--- config.mk ---
export PLATFORM = sky130hd
export DESIGN_NAME = frame_sender
export DESIGN_NICKNAME = d
export VERILOG_FILES = /design/src/hw/tx_pkg.sv /design/src/hw/frame_sender.sv
export SDC_FILE = /design/constraint.sdc
export NUM_CORES = 1
export LEC_CHECK = 0
export ABC_AREA = 1
export BUFFER_PORTS_ARGS = -buffer_cell sky130_fd_sc_hd__buf_4
export CAP_MARGIN = 40
export CORE_MARGIN = 1
export CORE_UTILIZATION = 35
export DETAILED_ROUTE_END_ITERATION = 10
export PLACE_DENSITY = 0.58
export REMOVE_ABC_BUFFERS = 1
export SETUP_SLACK_MARGIN = 0.2
export SLEW_MARGIN = 20
export SYNTH_ARGS = -nofsm -noshare
export SYNTH_HDL_FRONTEND = slang
export SYNTH_SLANG_ARGS = --single-unit
--- constraint.sdc ---
create_clock -name sys_clk -period 2.4 [get_ports sys_clk]
set_input_delay 0.48 -clock sys_clk [delete_from_list [all_inputs] [get_ports sys_clk]]
set_output_delay 0.48 -clock sys_clk [all_outputs]
set_load 0.05 [all_outputs]
--- src/hw/tx_pkg.sv ---
package tx_pkg;

	////////////////////////////////////////////////////////////////////////////
	// Widths
	////////////////////////////////////////////////////////////////////////////
	localparam int LEN_W  = 11;
	localparam int SRC_AW = 16;

	// Frame type codes
	localparam logic [7:0] TYPE_ACK   = 8'h32;
	localparam logic [7:0] TYPE_LPASS = 8'h51;

	// Payload lengths in bytes
	localparam logic [LEN_W-1:0] ACK_PAYLOAD             = 11'd16;
	localparam logic [LEN_W-1:0] LPASS_PAYLOAD_SHORT_BUS = 11'd1024;
	localparam logic [LEN_W-1:0] LPASS_PAYLOAD_LONG_BUS  = 11'd64;

	// Header lengths, also the first payload address in the buffer
	localparam logic [LEN_W-1:0] ACK_HDR   = 11'd2;
	localparam logic [LEN_W-1:0] LPASS_HDR = 11'd4;

	////////////////////////////////////////////////////////////////////////////
	// Card identifier byte
	////////////////////////////////////////////////////////////////////////////
	typedef union packed {
		logic [7:0] raw;
		struct packed {
			logic [1:0] rsvd;
			logic       grp_hi;
			logic       grp_lo;
			logic [3:0] slot;
		} fields;
	} card_id_u;

endpackage

--- src/hw/frame_sender.sv ---
module frame_sender (
	input  logic                     sys_clk,
	input  logic                     glbl_rst_n,
	input  logic                     tx_start,
	input  logic [tx_pkg::LEN_W-1:0] tx_data_len,
	input  logic [7:0]               buf_rdata,
	output logic [tx_pkg::LEN_W-1:0] buf_raddr,
	output logic                     tx_valid,
	output logic [7:0]               tx_byte,
	output logic                     tx_last
);
	import tx_pkg::*;

	logic             rd_act;
	logic [LEN_W-1:0] rd_cnt;

	always_ff @(posedge sys_clk)
	begin
		if (!glbl_rst_n)
		begin
			rd_act   <= 1'b0;
			tx_valid <= 1'b0;
			tx_last  <= 1'b0;
		end
		else
		begin
			// Flags lag the address by the RAM read cycle
			tx_valid <= rd_act;
			tx_last  <= rd_act && rd_cnt == '0;
			if (tx_start)
				rd_act <= 1'b1;
			else if (rd_act && rd_cnt == '0)
				rd_act <= 1'b0;
		end
	end

	always_ff @(posedge sys_clk)
	begin
		if (tx_start)
		begin
			buf_raddr <= '0;
			rd_cnt    <= tx_data_len - 1'b1;
		end
		else if (rd_act && rd_cnt != '0)
		begin
			buf_raddr <= buf_raddr + 1'b1;
			rd_cnt    <= rd_cnt - 1'b1;
		end
	end

	assign tx_byte = buf_rdata;

endmodule

* After elaboration in Yosys (flattened, before gate mapping)
Cells that the tools add are included.
Cells by class: reduce and logical (&&, ||, !) cells 6, add/sub/neg operators 3, multiplexer cells 4
Operators with widths (count):
- 11-bit two-way mux | 2
- 11-bit by 1-bit subtractor with 11-bit output, second input constant | 2
- 11-bit by 1-bit adder with 11-bit output, second input constant | 1
- 11-bit zero test | 1
- 11-bit nonzero test | 1
- 2-bit nonzero test | 2
- 1-bit logical AND | 2
- 1-bit two-way mux | 2
Storage, ports and cells: input bits 22, bits in registers 25, output and inout port bits 21

* Depth between registers and ports, before layout
depth in word-level cells 4, gate-level depth with buffers 11, depth with buffers taken out 9

* Least setup slack after synthesis
Ideal clock, no wire load.
kind in2reg, start point input tx_start, end point register rd_cnt[8], data pin, library setup time 257 ps, stages on the path 9, arrival 1583 ps, setup slack 559 ps, path buffers 1, cells stage by stage buf_6 -> inv_4 -> or2_1 -> o21ai_2 -> ha_1 -> inv_1 -> nor2_1 -> nand2_1 -> xor2_1
On the way: word-level cells in the longest chain between the ends 1
Ends and longest elaborated chain:
- from (decl) | line frame_sender.sv:4 | input logic tx_start,
- 11-bit two-way mux | line frame_sender.sv:39 | if (tx_start)
- to (signal assigned) | line frame_sender.sv:42 | rd_cnt <= tx_data_len - 1'b1;
- to (signal assigned) | line frame_sender.sv:47 | rd_cnt <= rd_cnt - 1'b1;
- to (decl) | line frame_sender.sv:15 | logic [LEN_W-1:0] rd_cnt;
Every way passes these cells. A chain may end at the register's enable or synchronous reset.

* Final worst setup path
start point register rd_cnt[9], end point register rd_cnt[5] (enable)
On the way: word-level cells in the longest chain between the ends 3
Ends and longest elaborated chain:
- 11-bit nonzero test | line frame_sender.sv:44 | else if (rd_act && rd_cnt != '0)
- 1-bit logical AND | line frame_sender.sv:44
- 2-bit nonzero test (no line)
Every way passes these cells.

==> flow_summary.yaml <==
yosys:
  synth_edf_count: 11
  syn-cell-area_mm2: 0.00158
  yosysWarnings: 0
  syn_inst: 218
  ys_dominant_reg_cell: "dfxtp_1"
  synth-seq-area-share_pct: 38.7
  syn-mean-instance-area_um2: 7.23
  async_flop_share_pct: 0
  ys_seq_elements: 25
  ys_types: 27
final_layout:
  fin_util_pct: 41.1
  fin_cells: 289
  nets: 262
  drive_gt1_share_pct: 17.7
  ff_latch_area_um2: 611
  n_fill_cell: 469
  multi_input_area_um2: 759
  antenna_cells: 0
  area_growth_pct: 13.5
place:
  gp_congestion: 0.863
  dp.cells: 285
  port-buffer-count: 26
  place_ws_ps: 337
  dp_hpwl_um: 2470
timing:
  tightest_slew_ps: 678
  worst_slack_ps: 515
  setup_tns_ps: 0
  finalHoldViolations: 0
  slew_headroom_pct: 54.8
  min_period_over_period_pct: 78.5
  fin_crit_ps: 1880
  setup_viol: 0
  slew_violations: 0
  fmax_mhz: 531
  fin_skew_ps: 6.92
  grt_setup_unrepaired: "false"
floorplanning:
  fp-row-count: 24
  die_w_um: 69.1
  die-area_mm2: 0.00478
  fp.dieH_um: 69.1
  core_region_area_mm2: 0.00435
  start_util_pct: 36.2
  pin_count: 43
route:
  drtAntennaViolNets: 0
  drc: 0
  vias: 1349
  vias_per_cell: 4.67
  drt_pass1_iterations: 4
  routed_wirelength_um: 3260
  wl_per_cell_um: 11.3
  drt_first_iter_violations: 71
worst_setup_path:
  crit_end: "rd_cnt[5]"
  reg2reg_slack_ps: 520
  critPathMaxFanout: 13
  path_class: "flip-flop to flip-flop"
  cp-startpoint: "rd_cnt[9]"
  r2r_cells: 6
  r2r-end: "rd_cnt[5]"
  arrival_ps: 1800
  rr_startpoint: "rd_cnt[9]"
  endpoint_kind: "flip-flop"
  start_kind: "flip-flop"
  required_ps: 2320
power_and_ir_drop:
  pwr_density_cell_mw_per_mm2: 525
  power_leakage_nw: 0.794
  ir_worst_vdd_mv: 0.214
  power_mw: 0.940
clock_network:
  cts_tree: "done"
  cts_made_buffers: 3
  clockRootBuffer: "clkbuf_8"
  cts-resized-gates: 0
  clkSlewWorstSetupHoldPaths_ps: 100
  htree_levels: 1
  hold_buffers: 0
  cts.sink_count: 25
  cts_max_path_buffers: 2
  cts_setup_buffers: 0
  clk_latency_ps: 280
job:
  max_cap_viol_count: 0
global_routing:
  grt_max_degree: 16
  grt_pass1_wl_um: 5390
  grt_pass1_vias: 1178
  grtUsageTotal_pct: 14.0
  overflow: 0
  grt_antenna_before_repair: 0
min_path:
  worstHoldPathType: "input port to flip-flop"
status:
  status: "complete, no violations"
cells by family after synthesis:
| logic type | after synthesis | synth area share [%] |
|---|---|---|
| DFF | 25 | 38.7 |
| xor gates and xnor gates | 9 | 5.00 |
| AOI/OAI and AO/OA | 27 | 9.60 |
| buffers and inverters | 38 | 13.1 |
| and+or+nand+nor | 117 | 32.0 |
| adders and majority gates | 2 | 1.59 |
state kept, by name (all words and copies together), names as in the netlist:
register	flops
buf_raddr	11
rd_act	1
rd_cnt	11
tx_last	1
tx_valid	1
routing by layer:
metal | track usage (%) | vias up | share of wire [%]
met5 | 0 | - | 0
met4 | 3.40 | 0 | 0.80
met3 | 4.24 | 4 | 4.9
met2 | 22.9 | 37 | 47
met1 | 18.0 | 580 | 48
li1 | - | 728 | -
report_power, final:
part	internal, mW	leakage (nW)	total [mW]	switching, mW
logic	0.0638	0.544	0.175	0.111
registers	0.483	0.224	0.501	0.0182
clock network	0.119	0.0260	0.264	0.145
Yosys cell counts, types with 2 or more instances:
cell type | instances | area share [%]
or2_1 | 3 | 1.2
xor2_1 | 9 | 5.0
nor2_2 | 2 | 0.79
and2_1 | 2 | 0.79
nand4_1 | 5 | 2.0
nand3b_1 | 2 | 0.95
nand3_1 | 11 | 3.5
o21ai_1 | 5 | 1.6
buf_6 | 4 | 2.9
dfxtp_1 | 14 | 18
edfxtp_1 | 11 | 21
o21ai_0 | 7 | 2.2
o21ai_2 | 2 | 1.1
nand2_2 | 3 | 1.2
buf_4 | 8 | 3.8
nand2_1 | 69 | 16
a21oi_1 | 10 | 3.2
ha_1 | 2 | 1.6
inv_1 | 23 | 5.5
nor2_1 | 19 | 4.5
layout make-up:
class                           instances  area share, %
Multi-Input combinational cell        155           42.4
Sequential cell                        25           34.1
Timing Repair Buffer                   28           11.7
Inverter                               25           5.38
Tap cell                               52           3.64
Clock buffer                            3           2.31
Clock inverter                          1          0.350
through the flow:
step | area [µm²] | hold slack [ps]
final | 1790 | 408
after floorplan | 1470 | 492
after global placement | 1740 | 492
after CTS | 1790 | 398
after detailed placement | 1740 | 501
after global routing | 1790 | 404
cells in the final DEF, fill, tap and decap left out:
cell type,n
clkinv_1,1
ha_1,2
a21oi_1,10
o21ai_0,7
and2_1,2
inv_4,2
edfxtp_1,11
o21bai_1,1
nand3_2,1
or2_1,3
nand3b_1,2
a21oi_2,1
nand4_1,5
clkbuf_8,3
o21ai_2,2
o21ai_1,5
buf_4,28
nor2_1,19
nand3_1,11
nand2_1,69
nor2_2,2
a21boi_0,1
xor2_1,9
inv_1,23
nand2_2,3
dfxtp_1,14
critical path, stage by stage (launching register included):
cell and delay (ps):
edfxtp_1 410, nor2_1 120, nand2_1 70, nor2_1 180, nand2_2 130, nand2_2 230, nand2_1 380
worst min-delay path by stage:
stage / to / cells past startpoint / start
after CTS: tx_valid / 3 / glbl_rst_n
final: tx_valid / 3 / glbl_rst_n
after global routing: tx_valid / 3 / glbl_rst_n
after detailed placement: buf_raddr[4] / 2 / buf_raddr[4]
after global placement: buf_raddr[10] / 2 / buf_raddr[10]
after floorplan: tx_valid / 2 / rd_act
(Power assumes the default switching activity.)
