File: src/hw/tx_pkg.sv
package tx_pkg;

	////////////////////////////////////////////////////////////////////////////
	// Widths
	////////////////////////////////////////////////////////////////////////////
	localparam int LEN_W  = 11;
	localparam int SRC_AW = 16;

	// Frame type codes
	localparam logic [7:0] TYPE_ACK   = 8'h32;
	localparam logic [7:0] TYPE_LPASS = 8'h51;

	// Payload lengths in bytes
	localparam logic [LEN_W-1:0] ACK_PAYLOAD             = 11'd16;
	localparam logic [LEN_W-1:0] LPASS_PAYLOAD_SHORT_BUS = 11'd1024;
	localparam logic [LEN_W-1:0] LPASS_PAYLOAD_LONG_BUS  = 11'd64;

	// Header lengths, also the first payload address in the buffer
	localparam logic [LEN_W-1:0] ACK_HDR   = 11'd2;
	localparam logic [LEN_W-1:0] LPASS_HDR = 11'd4;

	////////////////////////////////////////////////////////////////////////////
	// Card identifier byte
	////////////////////////////////////////////////////////////////////////////
	typedef union packed {
		logic [7:0] raw;
		struct packed {
			logic [1:0] rsvd;
			logic       grp_hi;
			logic       grp_lo;
			logic [3:0] slot;
		} fields;
	} card_id_u;

endpackage

File: src/hw/buf_copier.sv
module buf_copier (
	input  logic                      sys_clk,
	input  logic                      glbl_rst_n,
	input  logic                      rd_wr_start,
	input  logic [tx_pkg::LEN_W-1:0]  rd_wr_len,
	input  logic [tx_pkg::SRC_AW-1:0] rd_addr,
	input  logic [tx_pkg::LEN_W-1:0]  wr_addr,
	input  logic                      hdr_wren,
	input  logic [tx_pkg::LEN_W-1:0]  hdr_waddr,
	input  logic [7:0]                hdr_wdata,
	input  logic [7:0]                src_rdata,
	output logic                      rd_wr_done,
	output logic [tx_pkg::SRC_AW-1:0] src_raddr,
	output logic                      buf_wren,
	output logic [tx_pkg::LEN_W-1:0]  buf_waddr,
	output logic [7:0]                buf_wdata
);
	import tx_pkg::*;

	logic             rd_act;
	logic             wr_act;
	logic             busy;
	logic [LEN_W-1:0] rd_cnt;
	logic [LEN_W-1:0] wr_ptr;

	// Read side, one address per cycle
	always_ff @(posedge sys_clk)
	begin
		if (!glbl_rst_n)
		begin
			rd_act     <= 1'b0;
			wr_act     <= 1'b0;
			rd_wr_done <= 1'b0;
		end
		else
		begin
			wr_act     <= rd_act;
			rd_wr_done <= wr_act && !rd_act;
			if (rd_wr_start)
				rd_act <= 1'b1;
			else if (rd_act && rd_cnt == '0)
				rd_act <= 1'b0;
		end
	end

	always_ff @(posedge sys_clk)
	begin
		if (rd_wr_start)
		begin
			src_raddr <= rd_addr;
			rd_cnt    <= rd_wr_len - 1'b1;
			wr_ptr    <= wr_addr;
		end
		else
		begin
			if (rd_act && rd_cnt != '0)
			begin
				src_raddr <= src_raddr + 1'b1;
				rd_cnt    <= rd_cnt - 1'b1;
			end
			// Write stage trails the read by one cycle
			if (wr_act)
				wr_ptr <= wr_ptr + 1'b1;
		end
	end

	assign busy = rd_act | wr_act;

	// Header bytes pass through only between copies
	assign buf_wren  = busy ? wr_act : hdr_wren;
	assign buf_waddr = busy ? wr_ptr : hdr_waddr;
	assign buf_wdata = busy ? src_rdata : hdr_wdata;

endmodule

File: config.mk
export PLATFORM = sky130hd
export DESIGN_NAME = buf_copier
export DESIGN_NICKNAME = d
export VERILOG_FILES = /design/src/hw/tx_pkg.sv /design/src/hw/buf_copier.sv
export SDC_FILE = /design/constraint.sdc
export NUM_CORES = 1
export LEC_CHECK = 0
export ABC_AREA = 1
export BUFFER_PORTS_ARGS = -buffer_cell sky130_fd_sc_hd__buf_4
export CAP_MARGIN = 5
export CORE_MARGIN = 5
export CORE_UTILIZATION = 46
export CTS_BUF_LIST = sky130_fd_sc_hd__clkbuf_2
export DETAILED_ROUTE_END_ITERATION = 10
export PLACE_DENSITY = 0.85
export SLEW_MARGIN = 20
export SYNTH_ARGS = -nofsm -noshare
export SYNTH_HDL_FRONTEND = slang
export SYNTH_SLANG_ARGS = --single-unit
File: constraint.sdc
create_clock -name sys_clk -period 1.5 [get_ports sys_clk]
set_input_delay 0 -clock sys_clk [delete_from_list [all_inputs] [get_ports sys_clk]]
set_output_delay 0 -clock sys_clk [all_outputs]
set_load 0.05 [all_outputs]
Word-level counts from Yosys, hierarchy flattened

Cells that the tools add are included.

$add $sub $neg: 4
Muxes and demuxes: 11
Bitwise operators: 1
Reduce and logical (&&, ||, !) cells: 9

Operators with widths:

| kind                    | number |
|---|---|
| $mux W11                | 5 |
| $mux W16                | 2 |
| $sub A11 B1 Y11 const B | 2 |
| $add A16 B1 Y16 const B | 1 |
| $add A11 B1 Y11 const B | 1 |
| $logic_not A11 Y1       | 1 |
| $reduce_bool A11 Y1     | 1 |
| $mux W8                 | 1 |
| $reduce_bool A2 Y1      | 3 |
| $logic_and A1 B1 Y1     | 3 |
| $mux W1                 | 3 |
| $logic_not A1 Y1        | 1 |
| $or A1 B1 Y1            | 1 |

Register bits after elaboration: 41
Input port bits: 69
Output and inout bits: 37
Word-level logic and storage cells: 31

Logic depth before layout (Yosys ltp)

Depth after elaboration: 4
Mapped depth: 10
Mapped depth without buffers: 9

Worst setup path before layout

Ideal clock, no wire load.

Path kind: reg2reg
Start point: register src_raddr[0] (netlist bit)
End point: register src_raddr[10] (netlist bit) (data pin)
Setup time: 259 ps
Arrival time: 1558 ps
Data required time: 1241 ps
Path slack: -317 ps
Cell stages (with the launch flop): 9
Buffers on the path: 0
Clock period less this slack: 1817 ps
Path through: edfxtp_1 -> ha_1 -> nand3_1 -> inv_1 -> nand2_1 -> o21ai_0 -> inv_1 -> o21ai_0 -> nand2_1

Longest elaborated chain between the ends: 3

Ends and longest elaborated chain:

| item                   | RTL line         | RTL |
|---|---|---|
| start, declared        | buf_copier.sv:13 | `output logic [tx_pkg::SRC_AW-1:0] src_raddr,` |
| start signal, assigned | buf_copier.sv:50 | `src_raddr <= rd_addr;` |
| start signal, assigned | buf_copier.sv:58 | `src_raddr <= src_raddr + 1'b1;` |
| $add A16 B1 Y16        | buf_copier.sv:58 |  |
| $mux W16               | buf_copier.sv:56 | `if (rd_act && rd_cnt != '0)` |
| $mux W16               | buf_copier.sv:48 | `if (rd_wr_start)` |

Every way passes these cells. The select of a mux whose other input is x is not followed.
A chain may end at the register's enable or synchronous reset.

Worst setup path after layout

Start point: register wr_act
End point: output buf_wdata[4]

Longest elaborated chain between the ends: 2

Ends and longest elaborated chain:

| item                   | RTL line         | RTL |
|---|---|---|
| start, declared        | buf_copier.sv:21 | `logic wr_act;` |
| start signal, assigned | buf_copier.sv:37 | `wr_act <= rd_act;` |
| $or A1 B1 Y1           | buf_copier.sv:67 | `assign busy = rd_act \| wr_act;` |
| $mux W8                | buf_copier.sv:72 | `assign buf_wdata = busy ? src_rdata : hdr_wdata;` |
| end, declared          | buf_copier.sv:16 | `output logic [7:0] buf_wdata` |

Every way passes these cells.

==> results.py <==
metrics = {
    "grt": {
        "grt_pass1_wl_um": 15500,
        "grt_usage_pct": 26.1,
        "antenna_found_initial": 1,
        "overflow": 0,
        "grt_max_degree": 30,
        "grt_pass1_vias": 3321,
    },
    "drt": {
        "drtPass1Iterations": 5,
        "drc": 0,
        "detail-route-antenna-nets": 0,
        "routed_via_density": 5.38,
        "wirelength_um": 11100,
        "routed-via-count": 3397,
        "routedWlPerCell_um": 17.6,
        "drt_iter0_markers": 224,
    },
    "cts": {
        "ctsHtreeMaxLevel": 2,
        "cts-buffers-inserted": 5,
        "clk_latency_ps": 400,
        "cts_sinks": 41,
        "cts_buffer_depth": 2,
        "cts-root-buf": "clkbuf_2",
        "tritoncts": "done",
        "clk_pin_slew_ps": 190,
    },
    "place": {
        "port_buffers": 105,
        "place_area_um2": 3760,
        "placed_cells": 561,
        "dp_hpwl_um": 6040,
        "gp_congestion": 0.847,
    },
    "sta": {
        "drv_slew": 0,
        "relSlewSlack_pct": 69.5,
        "fin_ws_ps": -152,
        "setup_viol": 25,
        "worst_slew_pin_slew_ps": 456,
        "grt_setup_unrepaired": "true",
        "finalClockSkew_ps": 20.4,
        "period_share_pct": 110,
        "hold_violations": 0,
        "min_period_ps": 1650,
        "fmax_mhz": 605,
    },
    "yosys": {
        "ys_warn_count": 0,
        "yosysUniqueCellTypes": 29,
        "syn_nets": 451,
        "synth_seq_cells": 41,
        "syn_area_per_cell_um2": 7.39,
        "synth.area.top_cells": "edfxtp_1, nand2_1, inv_1",
        "async_reset_ff_share_pct": 0,
        "syn-cell-area_um2": 2800,
        "synthCells": 379,
        "yosysMostFrequentCell": "nand2_1",
        "ys.flop_type": "edfxtp_1",
        "synth_top_area_cell": "edfxtp_1",
        "synth-edff-count": 38,
        "seq_area_frac_synth_pct": 42.9,
        "yosysTopAreaCellShare_pct": 40.8,
        "synthTopCellsByCount": "nand2_1, inv_1, edfxtp_1",
    },
    "min_path": {
        "min_path_cells": 5,
        "hp-start": "rd_wr_len[8]",
        "min_path_type": "input port to flip-flop",
    },
    "finish": {
        "multi_input_area_um2": 1650,
        "regArea_um2": 1210,
        "area_delta_synth_final_pct": 71.7,
        "nNetsFinal": 626,
        "postLayoutCellArea_um2": 4810,
        "fin_cells": 631,
        "n_fill_cell": 338,
        "drive_gt1_share_pct": 39.3,
    },
    "worst_setup_path": {
        "r2r_slack_ps": -60,
        "crit_fanout": 7,
        "crit_path_start": "wr_act$_SDFF_PN0_",
        "cp_slowest_stage_delay_ps": 380,
        "crit_end": "buf_wdata[4]",
        "path_class": "flip-flop to primary output",
        "critPathSlowestCell": "dfxtp_2",
        "critPathRequiredTime_ps": 1500,
        "end_kind": "primary output",
        "worst_ep_arrival_time_ps": 1650,
        "worstSetupStartpointType": "flip-flop",
        "cp_cell_sequence": "nor2_4, buf_6, buf_16, mux2_4, buf_8",
        "reg2reg_to": "wr_ptr[6]$_DFFE_PP_",
        "r2r_start": "wr_ptr[1]$_DFFE_PP_",
        "ff2ff_path_depth": 5,
    },
    "status": {
        "outcome": "complete, but fails checks",
        "violations": "setup timing",
    },
    "job": {
        "maxCapViolations": 0,
    },
    "floorplan": {
        "die_h_um": 88.0,
        "core_area_um2": 5920,
        "fp-row-count": 28,
        "ios": 106,
        "initial_core_util_pct": 47.3,
        "dieArea_um2": 7740,
        "dieWidth_um": 88.0,
    },
    "pwr": {
        "vdd_ir_drop_max_v": 0.000484,
        "p_per_area_nw_per_um2": 792,
        "p_leak_nw": 2.34,
    },
}
==> cells by family (layout without fill, tap and decap cells) <==
kind of cell    after synthesis  after routing  synth area share [%]
fa+ha+maj                     3              3                  1.34
compound gates               36             36                  7.24
flops                        41             41                  42.9
xor+xnor                      9              9                  2.82
simple gates                222            222                  32.9
mux                          11             11                  4.43
other cells                   0              1                     0
buf+inv                      57            233                  8.36
==> how the worst min path moves through the flow <==
stage,endpoint
after detailed placement,wr_act$_SDFF_PN0_
after CTS,rd_cnt[8]$_DFFE_PP_
after global routing,rd_cnt[8]$_DFFE_PP_
after global placement,wr_act$_SDFF_PN0_
after floorplan,wr_act$_SDFF_PN0_
final,rd_cnt[8]$_DFFE_PP_
==> worst max-delay path: cells and delay by family (launching register included) <==
family / cells / cell delay (ps)
buffers and inverters: 3 / 420
multiplexers: 1 / 320
AND/OR/NAND/NOR: 1 / 130
flip-flops: 1 / 380
==> layout make-up <==
class	count	share of cell area, %
inverters	47	3.80
flip-flops and latches	41	25.1
repair buffers	178	34.0
clock buffers	8	0.833
multi-input cells	281	34.2
well taps	75	1.95
diodes	1	0.0521
==> metrics by stage <==
stage / hold slack (ps) / TNS, ps / utilization, % / setup WS (ps) / power (mW)
after floorplan: 97.6 / -1990 / - / -278 / 2.35
after detailed placement: 220 / -1.38 / 63.5 / -0.877 / 2.83
after global routing: 4.49 / -5980 / 81.2 / -233 / 3.99
after global placement: 202 / 0 / 63.5 / 84.7 / 2.79
final: 20.8 / -2110 / 81.2 / -152 / 3.81
after CTS: 10.8 / -1540 / 75.9 / -113 / 3.58
==> per-layer routing <==
metal  wire, µm  global-route usage (%)  vias up
met2       5910                    50.1      221
met4        426                    12.8        0
met5          0                       0        -
met1       3720                    25.9     1548
li1           -                       -     1590
met3       1060                    6.11       38
==> registers in the layout (all words and copies together), names as in the netlist <==
| signal | count |
|---|---|
| rd_act | 1 |
| wr_ptr | 11 |
| rd_wr_done | 1 |
| wr_act | 1 |
| src_raddr | 16 |
| rd_cnt | 11 |
==> power by group <==
group	leakage, nW	internal, mW	switching [mW]
Combinational	1.90	0.777	1.02
Clock	0.0332	0.137	0.344
Sequential	0.409	1.41	0.126
Total	2.34	2.32	1.49
==> what timing repair did <==
item | CTS | global route
endpoints found under the setup margin | 19 | 63
pin swaps | 2 | 17
setup buffers | 7 | 20
endpoints found under the hold margin | 34 | 0
hold buffers | 32 | 0
resized for setup | 61 | 51
gates cloned | 3 | 0
==> layout by cell type, fill, tap and decap left out, types with 7 or more instances in the layout <==
cell type      netlist  final
nand2_1            144    133
buf_4                2    116
inv_1               46     41
edfxtp_1            38     38
dlygate4sd3_1        0     32
nand3_1             29     23
nor2_1              28     22
buf_6                1     14
o21ai_0             27     11
mux2_4               0     11
buf_8                0     11
nand4_1              8      8
clkbuf_2             0      8
nand2_2              1      7
o21ai_2              0      7
Note: power is estimated with default switching activity, not from simulation.
