[config.mk]
export PLATFORM = sky130hd
export DESIGN_NAME = tx_con
export DESIGN_NICKNAME = d
export VERILOG_FILES = /design/src/hw/tx_pkg.sv /design/src/hw/tx_con.sv
export SDC_FILE = /design/constraint.sdc
export NUM_CORES = 1
export LEC_CHECK = 0
export BUFFER_PORTS_ARGS = -buffer_cell sky130_fd_sc_hd__buf_2
export CORE_AREA = 5 5 114 116
export DETAILED_ROUTE_END_ITERATION = 8
export DIE_AREA = 0 0 119 121
export GPL_TIMING_DRIVEN = 0
export RECOVER_POWER = 100
export SYNTH_ARGS = -nofsm -noshare
export SYNTH_HDL_FRONTEND = slang
export SYNTH_SLANG_ARGS = --single-unit
[constraint.sdc]
create_clock -name sys_clk -period 6 [get_ports sys_clk]
set_input_delay 1.2 -clock sys_clk [delete_from_list [all_inputs] [get_ports sys_clk]]
set_output_delay 1.2 -clock sys_clk [all_outputs]
set_load 0.02 [all_outputs]
[src/hw/tx_pkg.sv]
package tx_pkg;

	////////////////////////////////////////////////////////////////////////////
	// Widths
	////////////////////////////////////////////////////////////////////////////
	localparam int LEN_W  = 11;
	localparam int SRC_AW = 16;

	// Frame type codes
	localparam logic [7:0] TYPE_ACK   = 8'h32;
	localparam logic [7:0] TYPE_LPASS = 8'h51;

	// Payload lengths in bytes
	localparam logic [LEN_W-1:0] ACK_PAYLOAD             = 11'd16;
	localparam logic [LEN_W-1:0] LPASS_PAYLOAD_SHORT_BUS = 11'd1024;
	localparam logic [LEN_W-1:0] LPASS_PAYLOAD_LONG_BUS  = 11'd64;

	// Header lengths, also the first payload address in the buffer
	localparam logic [LEN_W-1:0] ACK_HDR   = 11'd2;
	localparam logic [LEN_W-1:0] LPASS_HDR = 11'd4;

	////////////////////////////////////////////////////////////////////////////
	// Card identifier byte
	////////////////////////////////////////////////////////////////////////////
	typedef union packed {
		logic [7:0] raw;
		struct packed {
			logic [1:0] rsvd;
			logic       grp_hi;
			logic       grp_lo;
			logic [3:0] slot;
		} fields;
	} card_id_u;

endpackage

[src/hw/tx_con.sv]
module tx_con #(
	parameter bit LONG_BUS = 1'b0
)(
	input  logic                      sys_clk,
	input  logic                      glbl_rst_n,
	input  logic                      ack_tx_en,
	input  logic                      lpass_tx_en,
	input  logic [7:0]                id_now,
	input  tx_pkg::card_id_u          card_id,
	input  logic                      init_done,
	input  logic                      rd_wr_done,
	output logic                      rd_wr_start,
	output logic [tx_pkg::LEN_W-1:0]  rd_wr_len,
	output logic [tx_pkg::SRC_AW-1:0] rd_addr,
	output logic [tx_pkg::LEN_W-1:0]  wr_addr,
	output logic [tx_pkg::LEN_W-1:0]  tx_data_len,
	output logic                      tx_start,
	output logic                      hdr_wren,
	output logic [tx_pkg::LEN_W-1:0]  hdr_waddr,
	output logic [7:0]                hdr_wdata
);
	import tx_pkg::*;

	localparam logic [2:0] ST_IDLE = 3'd0;
	localparam logic [2:0] ST_HDR0 = 3'd1;
	localparam logic [2:0] ST_HDR1 = 3'd2;
	localparam logic [2:0] ST_HDR2 = 3'd3;
	localparam logic [2:0] ST_HDR3 = 3'd4;
	localparam logic [2:0] ST_END  = 3'd5;
	localparam logic [2:0] ST_WAIT = 3'd6;

	localparam logic [LEN_W-1:0] LPASS_PAYLOAD =
		LONG_BUS ? LPASS_PAYLOAD_LONG_BUS : LPASS_PAYLOAD_SHORT_BUS;
	localparam logic [LEN_W-1:0] LPASS_LEN = LPASS_HDR + LPASS_PAYLOAD;
	localparam logic [LEN_W-1:0] ACK_LEN   = ACK_HDR + ACK_PAYLOAD;

	logic [2:0]        state;
	logic [7:0]        min_id;
	logic [7:0]        max_id;
	logic [7:0]        win_lo;
	logic [7:0]        win_hi;
	logic [7:0]        single_id;
	card_id_u          card_q;
	logic [7:0]        id_off;
	logic              in_win;
	logic              accept;
	logic [SRC_AW-1:0] ack_src;
	logic [SRC_AW-1:0] lpass_src;
	logic [7:0]        frm_id;
	logic [7:0]        frm_type;
	logic [15:0]       sn;

	////////////////////////////////////////////////////////////////////////////
	// Id window
	////////////////////////////////////////////////////////////////////////////

	// Field-coded cards own exactly one node id
	assign single_id = (card_id.fields.grp_lo ? 8'd14 : 8'd0)
		+ (card_id.fields.grp_hi ? 8'd28 : 8'd0)
		+ 8'd30 - {4'd0, card_id.fields.slot};

	always_comb
	begin
		case (card_id.raw)
			8'd14:
			begin
				win_lo = 8'd0;
				win_hi = LONG_BUS ? 8'd11 : 8'd23;
			end
			8'd13:
			begin
				win_lo = LONG_BUS ? 8'd12 : 8'd24;
				win_hi = LONG_BUS ? 8'd23 : 8'd47;
			end
			8'd12:
			begin
				win_lo = 8'd48;
				win_hi = 8'd53;
			end
			8'd11:
			begin
				win_lo = 8'd54;
				win_hi = 8'd59;
			end
			8'd10:
			begin
				win_lo = 8'd60;
				win_hi = 8'd65;
			end
			8'd9:
			begin
				win_lo = 8'd66;
				win_hi = 8'd71;
			end
			default:
			begin
				win_lo = single_id;
				win_hi = single_id;
			end
		endcase
	end

	always_ff @(posedge sys_clk)
	begin
		if (!glbl_rst_n)
		begin
			min_id <= 8'd0;
			max_id <= 8'd0;
			card_q <= '0;
		end
		else if (init_done)
		begin
			min_id <= win_lo;
			max_id <= win_hi;
			card_q <= card_id;
		end
	end

	assign in_win = (id_now >= min_id) && (id_now <= max_id);
	assign accept = (state == ST_IDLE) && in_win && (ack_tx_en || lpass_tx_en);
	assign id_off = id_now - min_id;

	////////////////////////////////////////////////////////////////////////////
	// Sample memory source address
	////////////////////////////////////////////////////////////////////////////
	always_comb
	begin
		case (card_q.raw)
			8'd13, 8'd14:
			begin
				ack_src = {4'd0, id_off, 4'd0};
				if (LONG_BUS)
					lpass_src = {2'd0, id_off, 6'd0}
						+ ((card_q.raw == 8'd14) ? 16'h0300 : 16'h00c0);
				else
					lpass_src = {id_off[5:0], 10'd0} + 16'h0180;
			end
			// One 1 KB page per node, one-hot
			8'd9, 8'd10, 8'd11, 8'd12:
			begin
				ack_src   = '0;
				lpass_src = 16'h0400 << id_off;
			end
			default:
			begin
				ack_src   = '0;
				lpass_src = 16'h8000;
			end
		endcase
	end

	////////////////////////////////////////////////////////////////////////////
	// Frame FSM
	////////////////////////////////////////////////////////////////////////////
	always_ff @(posedge sys_clk)
	begin
		if (!glbl_rst_n)
		begin
			state       <= ST_IDLE;
			rd_wr_start <= 1'b0;
			tx_start    <= 1'b0;
			hdr_wren    <= 1'b0;
			sn          <= 16'd0;
		end
		else
		begin
			rd_wr_start <= 1'b0;
			tx_start    <= 1'b0;
			case (state)
				ST_IDLE:
				begin
					if (accept)
						state <= ST_HDR0;
					// Sequence bumps before use so the first frame carries 1
					if (accept && lpass_tx_en)
						sn <= sn + 16'd1;
				end
				ST_HDR0:
				begin
					hdr_wren <= 1'b1;
					state    <= ST_HDR1;
				end
				ST_HDR1:
					state <= ST_HDR2;
				ST_HDR2:
					state <= ST_HDR3;
				ST_HDR3:
					state <= ST_END;
				ST_END:
				begin
					hdr_wren    <= 1'b0;
					rd_wr_start <= 1'b1;
					state       <= ST_WAIT;
				end
				ST_WAIT:
				begin
					if (rd_wr_done)
					begin
						tx_start <= 1'b1;
						state    <= ST_IDLE;
					end
				end
				default:
					state <= ST_IDLE;
			endcase
		end
	end

	// Frame setup and header bytes
	always_ff @(posedge sys_clk)
	begin
		if (accept)
		begin
			frm_id <= id_now;
			if (lpass_tx_en)
			begin
				frm_type    <= TYPE_LPASS;
				rd_wr_len   <= LPASS_PAYLOAD;
				wr_addr     <= LPASS_HDR;
				tx_data_len <= LPASS_LEN;
				rd_addr     <= lpass_src;
			end
			else
			begin
				frm_type    <= TYPE_ACK;
				rd_wr_len   <= ACK_PAYLOAD;
				wr_addr     <= ACK_HDR;
				tx_data_len <= ACK_LEN;
				rd_addr     <= ack_src;
			end
		end
		hdr_waddr <= {{(LEN_W-3){1'b0}}, state - ST_HDR0};
		case (state)
			ST_HDR0: hdr_wdata <= frm_id;
			ST_HDR1: hdr_wdata <= frm_type;
			ST_HDR2: hdr_wdata <= sn[15:8];
			default: hdr_wdata <= sn[7:0];
		endcase
	end

endmodule

# Word-level counts from Yosys, hierarchy flattened
# Cells that the tools add are included.
# W data, S select, Z words.
[totals]
romBits = 0
latchBits = 0
mem_bits_rw = 0
out_inout_bits = 71
regBits = 122
wordCells = 76
n_memories = 0
inputBits = 22
[classes]
div = 0
bitwise_logic = 0
eq_ne = 20
shifts = 1
reduce_logical = 12
muxes = 18
magnitude_cmp = 2
mul = 0
addsub = 7
[ops]
columns = ["op", "n"]
rows = [
  ["$eq A8 B4 Y1 const B", 12],
  ["$pmux W8 S6", 2],
  ["$pmux W16 S2", 1],
  ["$pmux W8 S3", 1],
  ["$mux W11", 2],
  ["$pmux W3 S7", 1],
  ["$add A16 B1 Y16 const B", 1],
  ["$add A16 B9 Y16 const B", 1],
  ["$mux W16", 1],
  ["$shl A11 B8 Y16 const A", 1],
  ["$mux W12", 1],
  ["$eq A3 B3 Y1 const B", 3],
  ["$mux W3", 3],
  ["$ge A8 B8 Y1", 1],
  ["$le A8 B8 Y1", 1],
  ["$sub A7 B4 Y8", 1],
  ["$sub A8 B8 Y8", 1],
  ["$add A6 B5 Y7 const B", 1],
  ["$mux W7", 1],
  ["$add A4 B5 Y6", 1],
  ["$eq A3 B2 Y1 const B", 2],
  ["$reduce_and A2 Y1", 3],
  ["$mux W5", 1],
  ["$logic_and A1 B1 Y1", 4],
  ["11 further kinds", 13],
]

# Longest topological paths before layout
[depth]
depth_word = 6
depth_mapped = 12

# Worst setup path after synthesis
# No wires, ideal clock.
[synth_timing]
path_type = "input port to flip-flop"
start = "input id_now[0]"
end = "register frm_id[0] (enable)"
arrival_ns = 4.409
setup_time_ns = 0.429
setup_slack_ns = 1.163
path_stages = 9
path_cell_list = "inv_1 -> ha_1 -> fa_1 -> and2b_1 -> o211ai_1 -> a21o_1 -> a22o_1 -> buf_2 -> nor3_1"
[synth_between]
elab_chain_cells = 4
elab_cells_between_ends = 5
cone_classes = "order compare (2); reduce/logical (3)"
[synth_lines]
columns = ["item", "line", "text"]
rows = [
  ["start: declaration", "tx_con.sv:8", "input logic [7:0] id_now,"],
  ["$ge A8 B8 Y1 or $le A8 B8 Y1 (tied branches)", "tx_con.sv:119", "assign in_win = (id_now >= min_id) && (id_now <= max_id);"],
  ["$logic_and A1 B1 Y1 *", "tx_con.sv:119", ""],
  ["$logic_and A1 B1 Y1 * (2 in a row)", "tx_con.sv:120", "assign accept = (state == ST_IDLE) && in_win && (ack_tx_en || lpass_tx_en);"],
  ["via accept", "tx_con.sv:46", "logic accept;"],
  ["end signal: assignment", "tx_con.sv:214", "frm_id <= id_now;"],
  ["end: declaration", "tx_con.sv:49", "logic [7:0] frm_id;"],
]
# Mark *: on every way through the listed nets, which the timed path passes. The rest lies on a longest branch.
# A chain may end at the register's enable or synchronous reset.

# Worst setup path after layout
[layout_timing]
start = "input id_now[0]"
end = "register rd_addr[10] (netlist bit) (enable)"
[layout_between]
elab_chain_cells = 4
elab_cells_between_ends = 5
cone_classes = "order compare (2); reduce/logical (3)"
[layout_lines]
columns = ["item", "line", "text"]
rows = [
  ["$ge A8 B8 Y1 or $le A8 B8 Y1 (tied branches)", "tx_con.sv:119", ""],
  ["$logic_and A1 B1 Y1 *", "tx_con.sv:119", ""],
  ["$logic_and A1 B1 Y1 * (2 in a row)", "tx_con.sv:120", ""],
  ["via accept", "tx_con.sv:46", ""],
  ["end signal: assignment", "tx_con.sv:221", "rd_addr <= lpass_src;"],
  ["end signal: assignment", "tx_con.sv:229", "rd_addr <= ack_src;"],
  ["end: declaration", "tx_con.sv:14", "output logic [tx_pkg::SRC_AW-1:0] rd_addr,"],
]
# Marked as above.

==> metrics.md <==
| Metric | Value |
|---|---|
| GRT Overall Usage | `16.1%` |
| Top cell type's share of synthesized area | `23.7%` |
| CP most frequent cell | `clkbuf_1` |
| CP peak stage delay | `1.17 ns` |
| Via-to-Cell Ratio | `5.08` |
| First-pass GRT wire length | `19.0 mm` |
| Worst Hold Launch | `max_id[1]` |
| Site Rows | `40` |
| TritonCTS Buffers | `9` |
| Final net count | `693` |
| Worst VDD drop | `136 µV` |
| CP Cell Sequence | `clkbuf_1 > inv_1 > ha_1 > fa_1 > and2b_1 > o211ai_1 > a21o_1 > a22o_1 > clkbuf_1 > nor3_1 > buf_6` |
| Tightest Pin Transition | `1.43 ns` |
| Post-route cell area | `5520 µm²` |
| Slowest CP cell | `nor3_1` |
| Crit Path Max Fanout | `14` |
| Setup Total Neg Slack | `0 ns` |
| Core area | `11800 µm²` |
| Leading area contributor after synthesis | `dfxtp_1` |
| Crit. End Element | `flop` |
| Slew headroom | `3.74%` |
| DR WL/cell | `14.2 µm` |
| CP Launch Point | `id_now[0]` |
| DR DRC count | `0` |
| Final setup violation count | `0` |
| Post-place instance area | `5260 µm²` |
| Critical Path AT | `4.72 ns` |
| Worst-skew pair later-pin latency | `0.34 ns` |
| Die width | `119 µm` |
| GRT overflow | `0` |
| Routability-driven placement congestion ratio | `0.904` |
| Synth Warn # | `0` |
| CTS tree | `done` |
| Vias in the first global route | `3925` |
| Dpl hpwl | `8.79 mm` |
| Minimum clock period | `4.68 ns` |
| Clk slew on worst S/H paths | `0.06 ns` |
| Mean Syn Cell Area | `8.70 µm²` |
| Hold path cells | `2` |
| Ys flop type | `dfxtp_1` |
| Final WL | `11.2 mm` |
| #FFs+latches synth | `77` |
| DRT iter0 DRCs | `306` |
| R2r worst-path depth | `9` |
| Starting Density | `39.4%` |
| Filler-free cell count of the finished design | `789` |
| Area Growth Syn to Fin | `18.6%` |
| Cell variety after synth | `56` |
| Overall die height | `121 µm` |
| LEAKAGE | `2.30 nW` |
| Cell area after synthesis | `4650 µm²` |
| H-tree lvl count | `3` |
| Post-route ant nets | `0` |
| Launch point of the worst reg-to-reg path | `min_id[0]` |
| Worst EP required | `6.04 ns` |
| Count leader, synth | `dfxtp_1` |
| CP Launch Type | `input pin` |
| Initial antenna violation count | `0` |
| F_max | `214 MHz` |
| Critical path class | `input pin to flop` |
| Skew final | `0.00853 ns` |
| Tcrit/Tclk final | `78.0%` |
| Hold Crit Class | `flop to flop` |
| Post-CTS Setup Repair Bufs | `0` |
| R2R Setup Slk | `2.09 ns` |
| Register area share after synthesis | `37.8%` |
| Largest net degree at the start of global routing | `15` |
| First-pass DRT Iterations | `5` |
| Sink Count | `77` |
| Fraction of layout cells with a size suffix above 1 | `12.0%` |
| RSZ-0062 raised after global routing | `no` |
| Io pins | `93` |
| Dpl cells | `773` |
| R2r endpoint | `rd_addr[10]` |
| Final cell utilization of the core | `46.7%` |
| Post-CTS Hold Buffers | `0` |
| Max Slew Vio Count | `0` |
| Top cells by count, synth | `dfxtp_1, a21oi_1, buf_4, inv_1, nor2_1` |
| Ant diodes | `0` |
| Max-Cap Viols | `0` |
| Async SR Flop Fraction | `0%` |
| Min-Delay Endpoint | `max_id[1]` |
| Port bufs | `54` |
| DR vias | `4008` |
| Status | `finished clean` |
| Die ar. | `14400 µm²` |
| Post_cts resized | `0` |
| Mapped Cells | `535` |
| Fin. Hold Viols | `0` |
| Synth top area cells | `dfxtp_1, edfxtp_1, ha_1` |
| Power Density | `308 nW/µm²` |
| Max Buffers Root-to-Sink | `2` |
| CTS root buf | `clkbuf_16` |
| Post-synth EDFFs | `22` |
[sequential cells by signal, summed over array words and instances, names as in the netlist]
register and cells:
state 3, max_id 7, rd_addr 12, frm_id 8, hdr_wdata 8, sn 16
rd_wr_start 1, hdr_waddr 3, tx_start 1, card_q 8, tx_data_len 2, hdr_wren 1
min_id 7
[cells in the final DEF, fill, tap and decap left out, types with 5 or more instances in the layout]
| master | count |
|---|---|
| clkbuf_1 | 64 |
| nor2_1 | 39 |
| nand4_1 | 11 |
| o21ai_0 | 30 |
| a222oi_1 | 5 |
| o31ai_1 | 7 |
| or3_1 | 9 |
| a21oi_1 | 44 |
| and3_1 | 7 |
| a31oi_1 | 6 |
| ha_1 | 30 |
| or4_1 | 5 |
| dfxtp_1 | 55 |
| buf_4 | 37 |
| conb_1 | 37 |
| edfxtp_1 | 22 |
| buf_2 | 14 |
| clkbuf_4 | 6 |
| nand3_1 | 13 |
| inv_1 | 43 |
| a211oi_1 | 7 |
| nand2b_1 | 9 |
| nand2_1 | 34 |
| nor3_1 | 9 |
| mux2i_1 | 11 |
| nor2b_1 | 6 |
| clkbuf_16 | 10 |
[stage by stage]
stage               hold WS, ns  setup WS [ns]  power [mW]
detailed placement        0.462           1.54        1.15
global route              0.508           1.09        1.81
global placement          0.458          0.145        1.14
CTS                       0.468           1.89        1.73
finish                    0.468           1.32        1.70
floorplan                 0.439           1.16        1.02
[worst max-delay path by stage]
stage / endpoint / slack (ns)
2_1_floorplan: frm_id[0] / 1.16
3_5_place_dp: rd_addr[15] / 1.54
5_1_grt: rd_addr[10] / 1.09
4_1_cts: rd_addr[10] / 1.89
3_3_place_gp: rd_addr[15] / 0.14
6_report: rd_addr[10] / 1.32
[worst max-delay path: cells and delay by family]
family / cells / cell delay (ns)
and+or+nand+nor: 2 / 1.40
buffers and inverters: 4 / 0.74
AOI/OAI and AO/OA: 3 / 0.69
adders and majority gates: 2 / 0.66
[layout make-up]
class	instances	area [µm²]
buffer	67	414
clock buffer	11	264
clock inverter	5	56.3
fill	1159	6290
inverter	43	161
multi-input combinational	384	2450
sequential	77	1760
tap	147	184
timing repair buffer	55	230
[report_power, final]
group / internal (mW) / total (mW) / switching, mW / leakage, nW
registers: 0.601 / 0.628 / 0.0270 / 0.656
clock network: 0.357 / 0.565 / 0.208 / 0.157
logic: 0.179 / 0.506 / 0.327 / 1.49
[routing by layer]
layer	track usage (%)	part of all wire (%)	up-vias
li1	-	-	2051
met1	21.6	47	1811
met2	25.6	46	131
met3	3.40	5.2	15
met4	5.72	1.8	0
met5	0	0	-
[cells by family after synthesis]
kind of cell / after synthesis / share of synthesized area [%]
and+or+nand+nor: 157 / 17.1
AOI/OAI and AO/OA: 137 / 18.9
buffers and inverters: 110 / 12.4
DFF: 77 / 37.8
adders and majority gates: 34 / 9.79
muxes: 11 / 2.37
xor gates and xnor gates: 8 / 1.51
other: 1 / 0.0806
(Power assumes the default switching activity.)
